File: src/rtl/scope_pkg.sv
// Shared sizes, register map and data types for the scope capture subsystem
// Every RTL file refers to these through scoped names, so one edit here
// resizes the channel count, the sample width or the capture depth everywhere
`default_nettype none

package scope_pkg;

    // Channel and sample geometry
    localparam int n_channels    = 4;
    localparam int sample_width  = 16;
    localparam int dest_width    = 8;
    localparam int capture_depth = 16;

    // Address width of the capture memory and its read port
    localparam int capture_addr_width = $clog2(capture_depth);

    // Three address bits of the register bus give 8 word slots
    localparam int addr_width = 3;
    localparam int reg_width  = 32;

    // Register map with one selector word per channel
    localparam int reg_ctrl     = 0;
    localparam int reg_sel_base = 1;
    localparam int reg_divisor  = reg_sel_base + n_channels;
    localparam int num_regs     = reg_divisor + 1;

    // Control word layout with arm in bit 0 and external capture in bit 24
    localparam int ctrl_arm_bit         = 0;
    localparam int ctrl_ext_capture_bit = 24;

    // Only the low half of the divisor word drives the timebase counter
    localparam int divisor_width = 16;

    // One beat of the tagged input stream
    typedef struct packed {
        logic                    valid;
        logic [dest_width-1:0]   dest;
        logic [sample_width-1:0] data;
    } stream_beat_t;

    // One captured frame where lane i belongs to channel i
    typedef struct packed {
        logic [n_channels-1:0][sample_width-1:0] samples;
    } frame_t;

    // Decoded configuration that fans out from the register block
    typedef struct packed {
        logic                                  arm;
        logic                                  ext_capture;
        logic [divisor_width-1:0]              divisor;
        logic [n_channels-1:0][dest_width-1:0] sel;
    } scope_cfg_t;

endpackage

`default_nettype wire

File: src/rtl/scope_regs.sv
// Register block of the scope: control word, one tag selector per channel
// and the timebase divisor, written through a plain strobe bus
// Reads return the stored words unchanged and unmapped slots read as zero
`timescale 1ns/100ps
`default_nettype none

module scope_regs (
    input  wire                              clock,
    input  wire                              rst_n,
    input  wire                              reg_wr,
    input  wire [scope_pkg::addr_width-1:0]  reg_addr,
    input  wire [scope_pkg::reg_width-1:0]   reg_wdata,
    output logic [scope_pkg::reg_width-1:0]  reg_rdata,
    output scope_pkg::scope_cfg_t            cfg
);

    // Raw register words, slot 0 is control, then the selectors, then the divisor
    logic [scope_pkg::num_regs-1:0][scope_pkg::reg_width-1:0] regs;

    // High when the bus address falls on one of the mapped words
    logic addr_hit;

    assign addr_hit = (int'(reg_addr) < scope_pkg::num_regs);

    // A write lands on the same edge that samples the strobe
    always_ff @(posedge clock) begin
        if (!rst_n) begin
            regs <= '0;
        end else if (reg_wr && addr_hit) begin
            regs[reg_addr] <= reg_wdata;
        end
    end

    // Readback is combinational so the bus master sees data in the address cycle
    always_comb begin
        if (addr_hit) begin
            reg_rdata = regs[reg_addr];
        end else begin
            reg_rdata = '0;
        end
    end

    // Field decode of the stored words into the configuration struct
    always_comb begin
        cfg.arm         = regs[scope_pkg::reg_ctrl][scope_pkg::ctrl_arm_bit];
        cfg.ext_capture = regs[scope_pkg::reg_ctrl][scope_pkg::ctrl_ext_capture_bit];
        cfg.divisor     = regs[scope_pkg::reg_divisor][scope_pkg::divisor_width-1:0];
        // Each selector keeps only the tag width of its word
        for (int ch = 0; ch < scope_pkg::n_channels; ch++) begin
            cfg.sel[ch] = regs[scope_pkg::reg_sel_base + ch][scope_pkg::dest_width-1:0];
        end
    end

endmodule

`default_nettype wire

File: src/rtl/scope_timebase.sv
// Sample strobe generator for the scope
// The strobe comes from an internal divider (one pulse every divisor+1 cycles)
// or from rising edges of a synchronized external sampling clock
`timescale 1ns/100ps
`default_nettype none

module scope_timebase (
    input  wire                   clock,
    input  wire                   rst_n,
    input  wire                   sampling_clock,
    input  scope_pkg::scope_cfg_t cfg,
    output logic                  sample_strb
);

    logic [scope_pkg::divisor_width-1:0] div_cnt;
    logic [scope_pkg::divisor_width-1:0] div_q;
    logic                                ext_q;
    logic                                cfg_changed;
    logic                                int_tick;
    // Stages 0 and 1 form the synchronizer, stage 2 is the edge history
    logic [2:0]                          ext_sync;
    logic                                ext_rise;

    // Any change of mode or divisor restarts the divider from zero
    assign cfg_changed = (cfg.divisor != div_q) || (cfg.ext_capture != ext_q);

    // The divider fires when the count reaches the divisor, so D=0 fires every cycle
    assign int_tick = !cfg_changed && (div_cnt == cfg.divisor);

    assign ext_rise = ext_sync[1] & ~ext_sync[2];

    always_ff @(posedge clock) begin
        if (!rst_n) begin
            div_cnt     <= '0;
            div_q       <= '0;
            ext_q       <= 1'b0;
            ext_sync    <= '0;
            sample_strb <= 1'b0;
        end else begin
            div_q    <= cfg.divisor;
            ext_q    <= cfg.ext_capture;
            ext_sync <= {ext_sync[1:0], sampling_clock};
            if (cfg_changed || int_tick) begin
                div_cnt <= '0;
            end else begin
                div_cnt <= div_cnt + 1'b1;
            end
            // Registered select keeps the strobe a clean one-cycle pulse
            sample_strb <= cfg.ext_capture ? ext_rise : int_tick;
        end
    end

endmodule

`default_nettype wire

File: src/rtl/channel_latch.sv
// Per-channel stage of the scope
// Keeps the newest stream beat whose tag equals the channel selector and
// repeats that held value into the frame lane at every sample strobe
`timescale 1ns/100ps
`default_nettype none

module channel_latch (
    input  wire                                clock,
    input  wire                                rst_n,
    input  scope_pkg::stream_beat_t            s_beat,
    input  wire [scope_pkg::dest_width-1:0]    sel,
    input  wire                                sample_strb,
    output logic [scope_pkg::sample_width-1:0] sample,
    output logic                               sample_valid
);

    // Newest matching data, reads as zero until the first match after reset
    logic [scope_pkg::sample_width-1:0] held;
    logic                               beat_match;

    assign beat_match = s_beat.valid && (s_beat.dest == sel);

    always_ff @(posedge clock) begin
        if (!rst_n) begin
            held <= '0;
        end else if (beat_match) begin
            held <= s_beat.data;
        end
    end

    // A strobe takes the value held before any beat arriving in the same cycle
    always_ff @(posedge clock) begin
        if (sample_strb) begin
            sample <= held;
        end
    end

    // Valid lines up with the lane update, one cycle after the strobe
    always_ff @(posedge clock) begin
        if (!rst_n) begin
            sample_valid <= 1'b0;
        end else begin
            sample_valid <= sample_strb;
        end
    end

endmodule

`default_nettype wire

File: src/rtl/capture_buffer.sv
// Frame memory of the scope with arm, trigger and done handling
// A rising edge of arm starts a capture of capture_depth frames, after which
// done holds until the next rearm and the frames are read back by address
`timescale 1ns/100ps
`default_nettype none

module capture_buffer (
    input  wire                                      clock,
    input  wire                                      rst_n,
    input  wire                                      arm,
    input  scope_pkg::frame_t                        frame,
    input  wire                                      frame_valid,
    input  wire [scope_pkg::capture_addr_width-1:0]  rd_addr,
    output scope_pkg::frame_t                        rd_data,
    output logic                                     trigger,
    output logic                                     done
);

    // One entry per captured frame
    scope_pkg::frame_t mem [scope_pkg::capture_depth];

    // Write pointer doubles as the frame counter of the running capture
    logic [scope_pkg::capture_addr_width-1:0] wr_ptr;
    logic                                     arm_q;
    logic                                     arm_rise;
    logic                                     wr_en;
    logic                                     last_frame;

    assign arm_rise = arm & ~arm_q;

    // A frame arriving in the rearm cycle is dropped since the counter is clearing
    assign wr_en = frame_valid && arm && !done && !arm_rise;

    assign last_frame = (int'(wr_ptr) == scope_pkg::capture_depth - 1);

    // The first write of a capture marks the trigger point
    assign trigger = wr_en && (wr_ptr == '0);

    always_ff @(posedge clock) begin
        if (!rst_n) begin
            arm_q <= 1'b0;
        end else begin
            arm_q <= arm;
        end
    end

    // Counter and done flag of the capture in progress
    always_ff @(posedge clock) begin
        if (!rst_n) begin
            wr_ptr <= '0;
            done   <= 1'b0;
        end else if (arm_rise) begin
            wr_ptr <= '0;
            done   <= 1'b0;
        end else if (wr_en) begin
            // Pointer wraps to zero on the last frame, done then blocks further writes
            wr_ptr <= wr_ptr + 1'b1;
            if (last_frame) begin
                done <= 1'b1;
            end
        end
    end

    always_ff @(posedge clock) begin
        if (wr_en) begin
            mem[wr_ptr] <= frame;
        end
    end

    // Synchronous readout, data follows the address by one cycle
    always_ff @(posedge clock) begin
        rd_data <= mem[rd_addr];
    end

endmodule

`default_nettype wire

File: src/rtl/scope_capture_top.sv
// Top level of the scope capture subsystem
// Registers feed the configuration to the timebase, one latch per channel
// builds each frame from the tagged stream and the buffer stores a capture
`timescale 1ns/100ps
`default_nettype none

module scope_capture_top (
    input  wire                                      clock,
    input  wire                                      rst_n,
    input  wire                                      sampling_clock,
    input  scope_pkg::stream_beat_t                  s_beat,
    input  wire                                      reg_wr,
    input  wire [scope_pkg::addr_width-1:0]          reg_addr,
    input  wire [scope_pkg::reg_width-1:0]           reg_wdata,
    input  wire [scope_pkg::capture_addr_width-1:0]  rd_addr,
    output wire [scope_pkg::reg_width-1:0]           reg_rdata,
    output scope_pkg::frame_t                        rd_data,
    output wire                                      trigger,
    output wire                                      done
);

    wire scope_pkg::scope_cfg_t          cfg;
    wire                                 sample_strb;
    wire scope_pkg::frame_t              frame;
    wire [scope_pkg::n_channels-1:0]     lane_valid;
    wire                                 frame_valid;

    scope_regs u_regs (
        .clock     (clock),
        .rst_n     (rst_n),
        .reg_wr    (reg_wr),
        .reg_addr  (reg_addr),
        .reg_wdata (reg_wdata),
        .reg_rdata (reg_rdata),
        .cfg       (cfg)
    );

    scope_timebase u_timebase (
        .clock          (clock),
        .rst_n          (rst_n),
        .sampling_clock (sampling_clock),
        .cfg            (cfg),
        .sample_strb    (sample_strb)
    );

    // Every lane sees the same strobe, so the lane valids all pulse together
    for (genvar i = 0; i < scope_pkg::n_channels; i++) begin : g_lane
        channel_latch u_latch (
            .clock        (clock),
            .rst_n        (rst_n),
            .s_beat       (s_beat),
            .sel          (cfg.sel[i]),
            .sample_strb  (sample_strb),
            .sample       (frame.samples[i]),
            .sample_valid (lane_valid[i])
        );
    end

    // Equal to the first lane valid since the lanes never differ
    assign frame_valid = &lane_valid;

    capture_buffer u_buffer (
        .clock       (clock),
        .rst_n       (rst_n),
        .arm         (cfg.arm),
        .frame       (frame),
        .frame_valid (frame_valid),
        .rd_addr     (rd_addr),
        .rd_data     (rd_data),
        .trigger     (trigger),
        .done        (done)
    );

endmodule

`default_nettype wire

File: config.mk
export PLATFORM = sky130hd
export DESIGN_NAME = scope_capture_top
export DESIGN_NICKNAME = d
export VERILOG_FILES = /design/src/rtl/scope_pkg.sv /design/src/rtl/scope_regs.sv /design/src/rtl/scope_timebase.sv /design/src/rtl/channel_latch.sv /design/src/rtl/capture_buffer.sv /design/src/rtl/scope_capture_top.sv
export SDC_FILE = /design/constraint.sdc
export NUM_CORES = 1
export LEC_CHECK = 0
export CORE_UTILIZATION = 60
export CTS_CLUSTER_SIZE = 16
export DETAILED_ROUTE_END_ITERATION = 10
export DONT_BUFFER_PORTS = 1
export GPL_TIMING_DRIVEN = 0
export HOLD_SLACK_MARGIN = 0.06
export PLACE_DENSITY = 0.73
export SYNTH_ARGS = -nofsm -noshare
export SYNTH_HDL_FRONTEND = slang
export SYNTH_SLANG_ARGS = --single-unit
File: constraint.sdc
create_clock -name clock -period 7.35 [get_ports clock]
set_clock_uncertainty 0.2 [all_clocks]
set_input_delay 1.1025 -clock clock [delete_from_list [all_inputs] [get_ports clock]]
set_output_delay 1.1025 -clock clock [all_outputs]
set_load 0.03 [all_outputs]
==> run metrics, run 1 <==
final WL=between 100000 and 150000 um; IO buf count=0; #FFs+latches synth=1452; Comb pwr share=3.5%; clock share of power=41.4%; Slew headroom=13.80%; Crit path max-delay family=simple AND/OR/NAND/NOR gates; Final Max Tran Viols=0; I/O pins=around 170; Post-Syn Area=between 50000 and 60000 sq um; Worst-path clk slew=60 ps; Initial DRT Pass Iterations=7; CTS Sinks=1452; Hold Path End=g_lane[0].u_latch.sample[8]; pre-CTS setup slack=a little over 3000 ps; Die H=around 300 um; initial antenna violation count=12; Synth area leader=edfxtp_1; Post-DRT Antenna Nets=0; GRT Overall Usage=30.71%; warnings from Yosys=0; CTS tree=yes; CP Data Required Time=6050 ps; P_sw=between 0.003 and 0.004 W; clk buf depth=3; Cell Rows=between 100 and 150; Unique masters post-synth=40; R2R cell count=8; width of the chip=303.9 um; Worst Hold Depth=0; Layout area overhead=13.30%; GRT overflow=0; power density cells=273.9 nW/um^2; Worst Path Arrival=3380 ps; Synth Area per Inst=18.09 sq um; Fillers=5529; kind of critical path=register to output pin; via count=29320; setup bufs post-CTS=0; Yosys top cell area share=59.76%; post_cts resized=0; VDD IR max=approximately 250 uV; Post-CTS Hold Buffers=0; RSZ-0062 raised after global routing=no; DR WL/cell=between 30 and 40 um; fin crit period=4686 ps; Final Cycle Share=63.75%; most instantiated cells after synthesis=edfxtp_1, nand2_1, dfxtp_1; EDFF count, synth=between 1000 and 1500; sequential share of power=55.1%; leakage=19.72 nW; CP Launch Point=u_buffer.done; R2R Setup Slk=3730 ps; GR Layer Usage met1=39.91%; Hold Startpoint=g_lane[0].u_latch.held[8]; grt peak-use layer=met2; Fin. Hold Viols=0; Final Setup Violations=0; post-synthesis cell count=3023; # nets final=about 3300; core area=90150 sq um; register area share after synthesis=73.08%; first-pass GRT wire length=202200 um; met2 Track Usage GR=50.41%; syn_nets=3096; gpl congestion=0.9498; CP Launch Type=register; Iter 0 DRT Violations=3514; Top FF cell, synth=edfxtp_1; Tightest Hold Check Type=register to register; fraction of layout cells with a size suffix above 1=18.47%; most common cell in the netlist=edfxtp_1; Slew @ Worst Pin=around 1300 ps; global-route track usage on met3=8.859%; Worst Path Buf+Inv=3; Slowest-stage cell, CP=nor3_2; ys async rst share=0%; CTS buffer count=around 140; die area=92340 sq um; CP Max Fanout=8; worst-path cell chain=and4b_1, clkbuf_1, nand2_1, nor3_2, buf_6, buf_8; DP HPWL=87500 um; via-per-instance ratio=between 6 and 7; r2r startpoint=u_buffer.done; CP peak stage delay=about 730 ps; H-tree Lvls=4; vias in the first global route=29740; reg2reg end=u_buffer.mem[3][21]; clock root cell=clkbuf_16; Internal Pwr Total=0.01327 W; Max-Cap Viols=0; status=finished, final reports clean; Setup WS post-layout=2664 ps; # DRC=0; Clock Latency Late Sink=around 750 ps; Initial Util=60.65%; Crit. End Element=output pin; top cells by area, synth=edfxtp_1, dfxtp_1, mux4_2; Fmax achieved=213.4 MHz; Hold WS=around 230 ps; largest net degree at the start of global routing=45; Sw Share=21.78%
==> kinds of logic (layout without fill, tap and decap cells) <==
| group | count (synthesis) | in the layout | synth area share, % |
|---|---|---|---|
| compound gates | 291 | 291 | 3.986 |
| buf+inv | 185 | 525 | 1.721 |
| xor+xnor | 81 | 81 | 1.298 |
| flops | 1452 | 1452 | 73.08 |
| other cells | 0 | 9 | 0 |
| mux | 384 | 384 | 14.68 |
| fa+ha+maj | 5 | 5 | 0.1144 |
| simple gates | 625 | 625 | 5.122 |
==> cell type report <==
type | count | area [sq um] | share of cell area [%]
plain buffers | 181 | 925.9 | 1.495
multi-input cells | 1386 | 13890 | 22.42
flip-flops and latches | 1452 | 39960 | 64.51
clock buffers | 204 | 4001 | 6.459
diodes | 9 | 22.52 | 0.03636
well taps | 1176 | 1471 | 2.375
repair buffers | 74 | 1176 | 1.899
inverters | 4 | 15.01 | 0.02424
clock inverters | 62 | 486.7 | 0.7857
==> state kept, by name (all words and copies together), names as in the netlist <==
register	cells
u_timebase.div_cnt	16
u_timebase.ext_sync	3
g_lane.u_latch.held	64
g_lane.u_latch.sample_valid	1
u_timebase.div_q	16
u_buffer.mem	1024
u_timebase.ext_q	1
u_buffer.rd_data	64
u_regs.cfg	50
u_timebase.sample_strb	1
u_buffer.done	1
u_regs.regs	142
u_buffer.arm_q	1
g_lane.u_latch.sample	64
u_buffer.wr_ptr	4
==> worst max-delay path by stage <==
stage                     to  slack [ps]  cells after the start
5_1_grt              trigger        2600                      6
3_3_place_gp         trigger       -6020                      4
2_1_floorplan        trigger          50                      4
4_1_cts              trigger        2680                      6
3_5_place_dp   reg_rdata[26]        3090                      4
6_report             trigger        2660                      6
==> per-layer routing <==
layer	part of all wire [%]	up-vias	routed length, um
met2	50	1627	69550
met3	10	288	14370
met4	2.8	14	3898
met5	0.069	-	96
li1	-	12220	-
met1	37	15170	51880
==> worst reg2reg max path, delay by kind of cell (launching register included) <==
| family | cells | cell delay (ps) |
|---|---|---|
| and+or+nand+nor | 3 | 1500 |
| buffers and inverters | 5 | 1160 |
| DFF | 1 | 470 |
==> cells in the final DEF (no fill, tap or decap), types with 7 or more instances in the layout <==
cell       synthesis  layout
mux4_2           273     273
nor2_1            40      28
dfxtp_1          364     363
a21boi_0         161     161
clkinv_2           0      19
edfxtp_1        1088    1088
clkinv_1           0      23
clkbuf_16          0     146
nand3_1           42      42
nand4_1           12      12
buf_1             14      14
nand2_1          408     408
mux4_1            47      47
a21boi_1          31      31
clkbuf_8           0      13
xor2_1            25      25
xnor2_1           56      56
mux2i_1           64      64
inv_6              0       7
a22oi_1           96      96
diode_2            0       9
buf_12             1      35
nor2_4             0      12
and2_1            24      24
clkbuf_1         116     161
buf_6             20      54
buf_4              9      11
buf_2             19      19
nor2b_1           65      65
==> power groups by stage <==
stage | Clock [W] | Combinational, W | Sequential, W
floorplan | 0 | 0.000397 | 0.00945
global placement | 0 | 0.000561 | 0.00952
detailed placement | 0 | 0.000595 | 0.00952
CTS | 0.00709 | 0.000601 | 0.00935
global route | 0.00741 | 0.000628 | 0.00937
finish | 0.00702 | 0.000598 | 0.00935
==> metrics by stage <==
step                 TNS, ps  cell area (sq um)  power, W  std cells  utilization, %
floorplan                  0              54670  0.009843       3023               -
global placement    -1918100              56150   0.01008       4199           62.28
detailed placement         0              57440   0.01012       4273           63.71
CTS                        0              61920   0.01704       4539           68.69
global route               0              61930   0.01741       4541           68.70
finish                     0              61950   0.01697       4548           68.72
No activity file was read; power rests on OpenSTA's default activity.
==> run 2, diff against run 1 <==
==> constraint.sdc (replaced) <==
create_clock -name clock -period 4.4 [get_ports clock]
set_clock_uncertainty 0.2 [all_clocks]
set_input_delay 0.66 -clock clock [delete_from_list [all_inputs] [get_ports clock]]
set_output_delay 0.66 -clock clock [all_outputs]
set_load 0.03 [all_outputs]
==> run metrics, run 2 (synthesis gave the netlist of run 1 again) <==
fraction of layout cells with a size suffix above 1=18.32% (-0.15 points); # DRC=0 (unchanged); DP HPWL=88700 um (+1.4%); placed cell area=57690 sq um (+0.44%); P_sw=0.006271 W (+70%); most used cell, CP=buf_16; leakage=20.08 nW (+1.8%); post_cts resized=0 (unchanged); clock share of power=42.4% (+1.0 points); # nets final=3352 (+1.1%); CTS tree=yes; Comb pwr share=3.8% (+0.3 points); clock root cell=clkbuf_16; Post-DRT Antenna Nets=0 (unchanged); Most flops, register=u_buffer.mem; largest net degree at the start of global routing=45 (unchanged); Die H=303.9 um (unchanged); Sw Share=21.62% (-0.16 points); non-filler cells, final=4589 (+0.90%); CP peak stage delay=500 ps (-230 ps); setup bufs post-CTS=0 (unchanged); core area=90150 sq um (unchanged); VDD IR max=398.2 uV (+60%); power density cells=460.6 nW/um^2 (+68%); CP Launch Type=register; first-pass GRT wire length=207000 um (+2.4%); clk buf depth=3 (unchanged); largest registers=u_buffer.mem (1024), u_regs.regs (142); Fillers=5424 (-1.9%); vias in the first global route=30600 (+2.9%); die area=92340 sq um (unchanged); Slowest-stage cell, CP=nor3_4; Max-Cap Viols=0 (unchanged); GRT overflow=0 (unchanged); Crit. End Element=output pin; Iter 0 DRT Violations=3766 (+7.2%); Fin. Hold Viols=0 (unchanged); DR WL/cell=31.18 um (+1.4%); Worst Path Arrival=3160 ps (-220 ps); most common cell after layout, fill and taps aside=edfxtp_1; Worst-path clk slew=60 ps (about the same); Final Setup Violations=0 (unchanged); gpl congestion=0.9464 (-0.36%); Hold WS=161.4 ps (-67.90 ps); Clock Latency Late Sink=760 ps (about the same); via count=29780 (+1.6%); CP Data Required Time=3540 ps (-2510 ps); final WL=143100 um (+2.4%); max FFs per register=1024 (unchanged); Internal Pwr Total=0.02274 W (+71%); Final Cycle Share=91.33%; most frequent cells in the layout=edfxtp_1, nand2_1, dfxtp_1, mux4_2, a21boi_0; Initial Util=60.65% (unchanged); total power=0.02901 W (+71%); Layout area overhead=15.19%; DP Cell Count=4260 (-0.30%); sequential share of power=53.9% (-1.2 points); status=finished, final reports clean; RSZ-0062 raised after global routing=no; fin crit period=around 4000 ps; Slew headroom=4.440% (-9.4 points); kind of critical path=register to output pin; Initial DRT Pass Iterations=5 (-2); final non-filler cell area=62980 sq um (+1.7%); IO buf count=0 (unchanged); Final Max Tran Viols=0 (unchanged); I/O pins=166 (unchanged); GRT Overall Usage=31.42% (+0.71 points); Fmax achieved=248.9 MHz; CP Max Fanout=10 (+2); worst-path cell chain=and4b_1, clkbuf_1, nand2_1, nor3_4, buf_16, buf_16; initial antenna violation count=22 (+10); CTS Sinks=1452 (unchanged); CTS buffer count=144 (+0.70%); Tightest Hold Check Type=input port to register; width of the chip=303.9 um (unchanged); Slew @ Worst Pin=1433 ps (+140.4 ps); Cell Rows=110 (unchanged); via-per-instance ratio=6.490 (+0.67%); H-tree Lvls=4 (unchanged)
[run 2: per-stage QoR]
stage               util (%)  worst slack [ps]  setup TNS (ps)
finish                 69.86             381.6               0
CTS                    69.83             384.7               0
global route           69.85             238.6               0
floorplan                  -            -110.3          -41960
global placement       62.32             -4019        -3061020
detailed placement     64.00             910.4               0
[run 2: repair_timing]
action	in CTS	in global routing
hold endpoints to repair	257	0
endpoints found under the setup margin	0	0
hold buffers	49	0
[run 2: power groups by stage]
stage / clock, W / sequential, W / combinational, W
6_report: 0.0123 / 0.0156 / 0.00109
5_1_grt: 0.0129 / 0.0157 / 0.00114
4_1_cts: 0.0124 / 0.0156 / 0.00109
3_5_place_dp: 0 / 0.0159 / 0.000992
3_3_place_gp: 0 / 0.0159 / 0.000937
2_1_floorplan: 0 / 0.0158 / 0.000664
[run 2: final timing paths]
check	startpoint	end	slack, ps	cells after the start
setup / recovery	u_buffer.done	trigger	380	6
hold / removal	s_beat[24]	g_lane[2].u_latch.held[4]	160	4
setup reg to reg	u_buffer.done	u_buffer.mem[3][20]	970	8
hold reg to reg	g_lane[1].u_latch.held[9]	g_lane[1].u_latch.sample[9]	230	0
[run 2: worst max-delay path: cells and delay by family, from the launching register on]
kind	cells	cell delay [ps]
buf+inv	3	730
simple gates	3	1190
flops	1	460
[run 2: per-layer routing]
layer  wire [um]  global-route usage, %  part of all wire, %  up-vias
li1            -                      -                    -    12300
met5         126                      0                0.088        -
met3       14180                  7.765                  9.9      358
met1       51570                  39.85                   36    15320
met2       71820                  52.62                   50     1784
met4        5403                  12.08                  3.8       20
[run 2: layout make-up]
cell class	count	area, sq um	share of cell area, %
diodes	12	30.03	0.04768
plain buffers	181	925.9	1.470
clock buffers	216	4187	6.648
clock inverters	52	579.3	0.9199
inverters	4	15.01	0.02384
multi-input cells	1386	13910	22.09
flip-flops and latches	1452	39960	63.45
well taps	1176	1471	2.336
repair buffers	110	1897	3.012
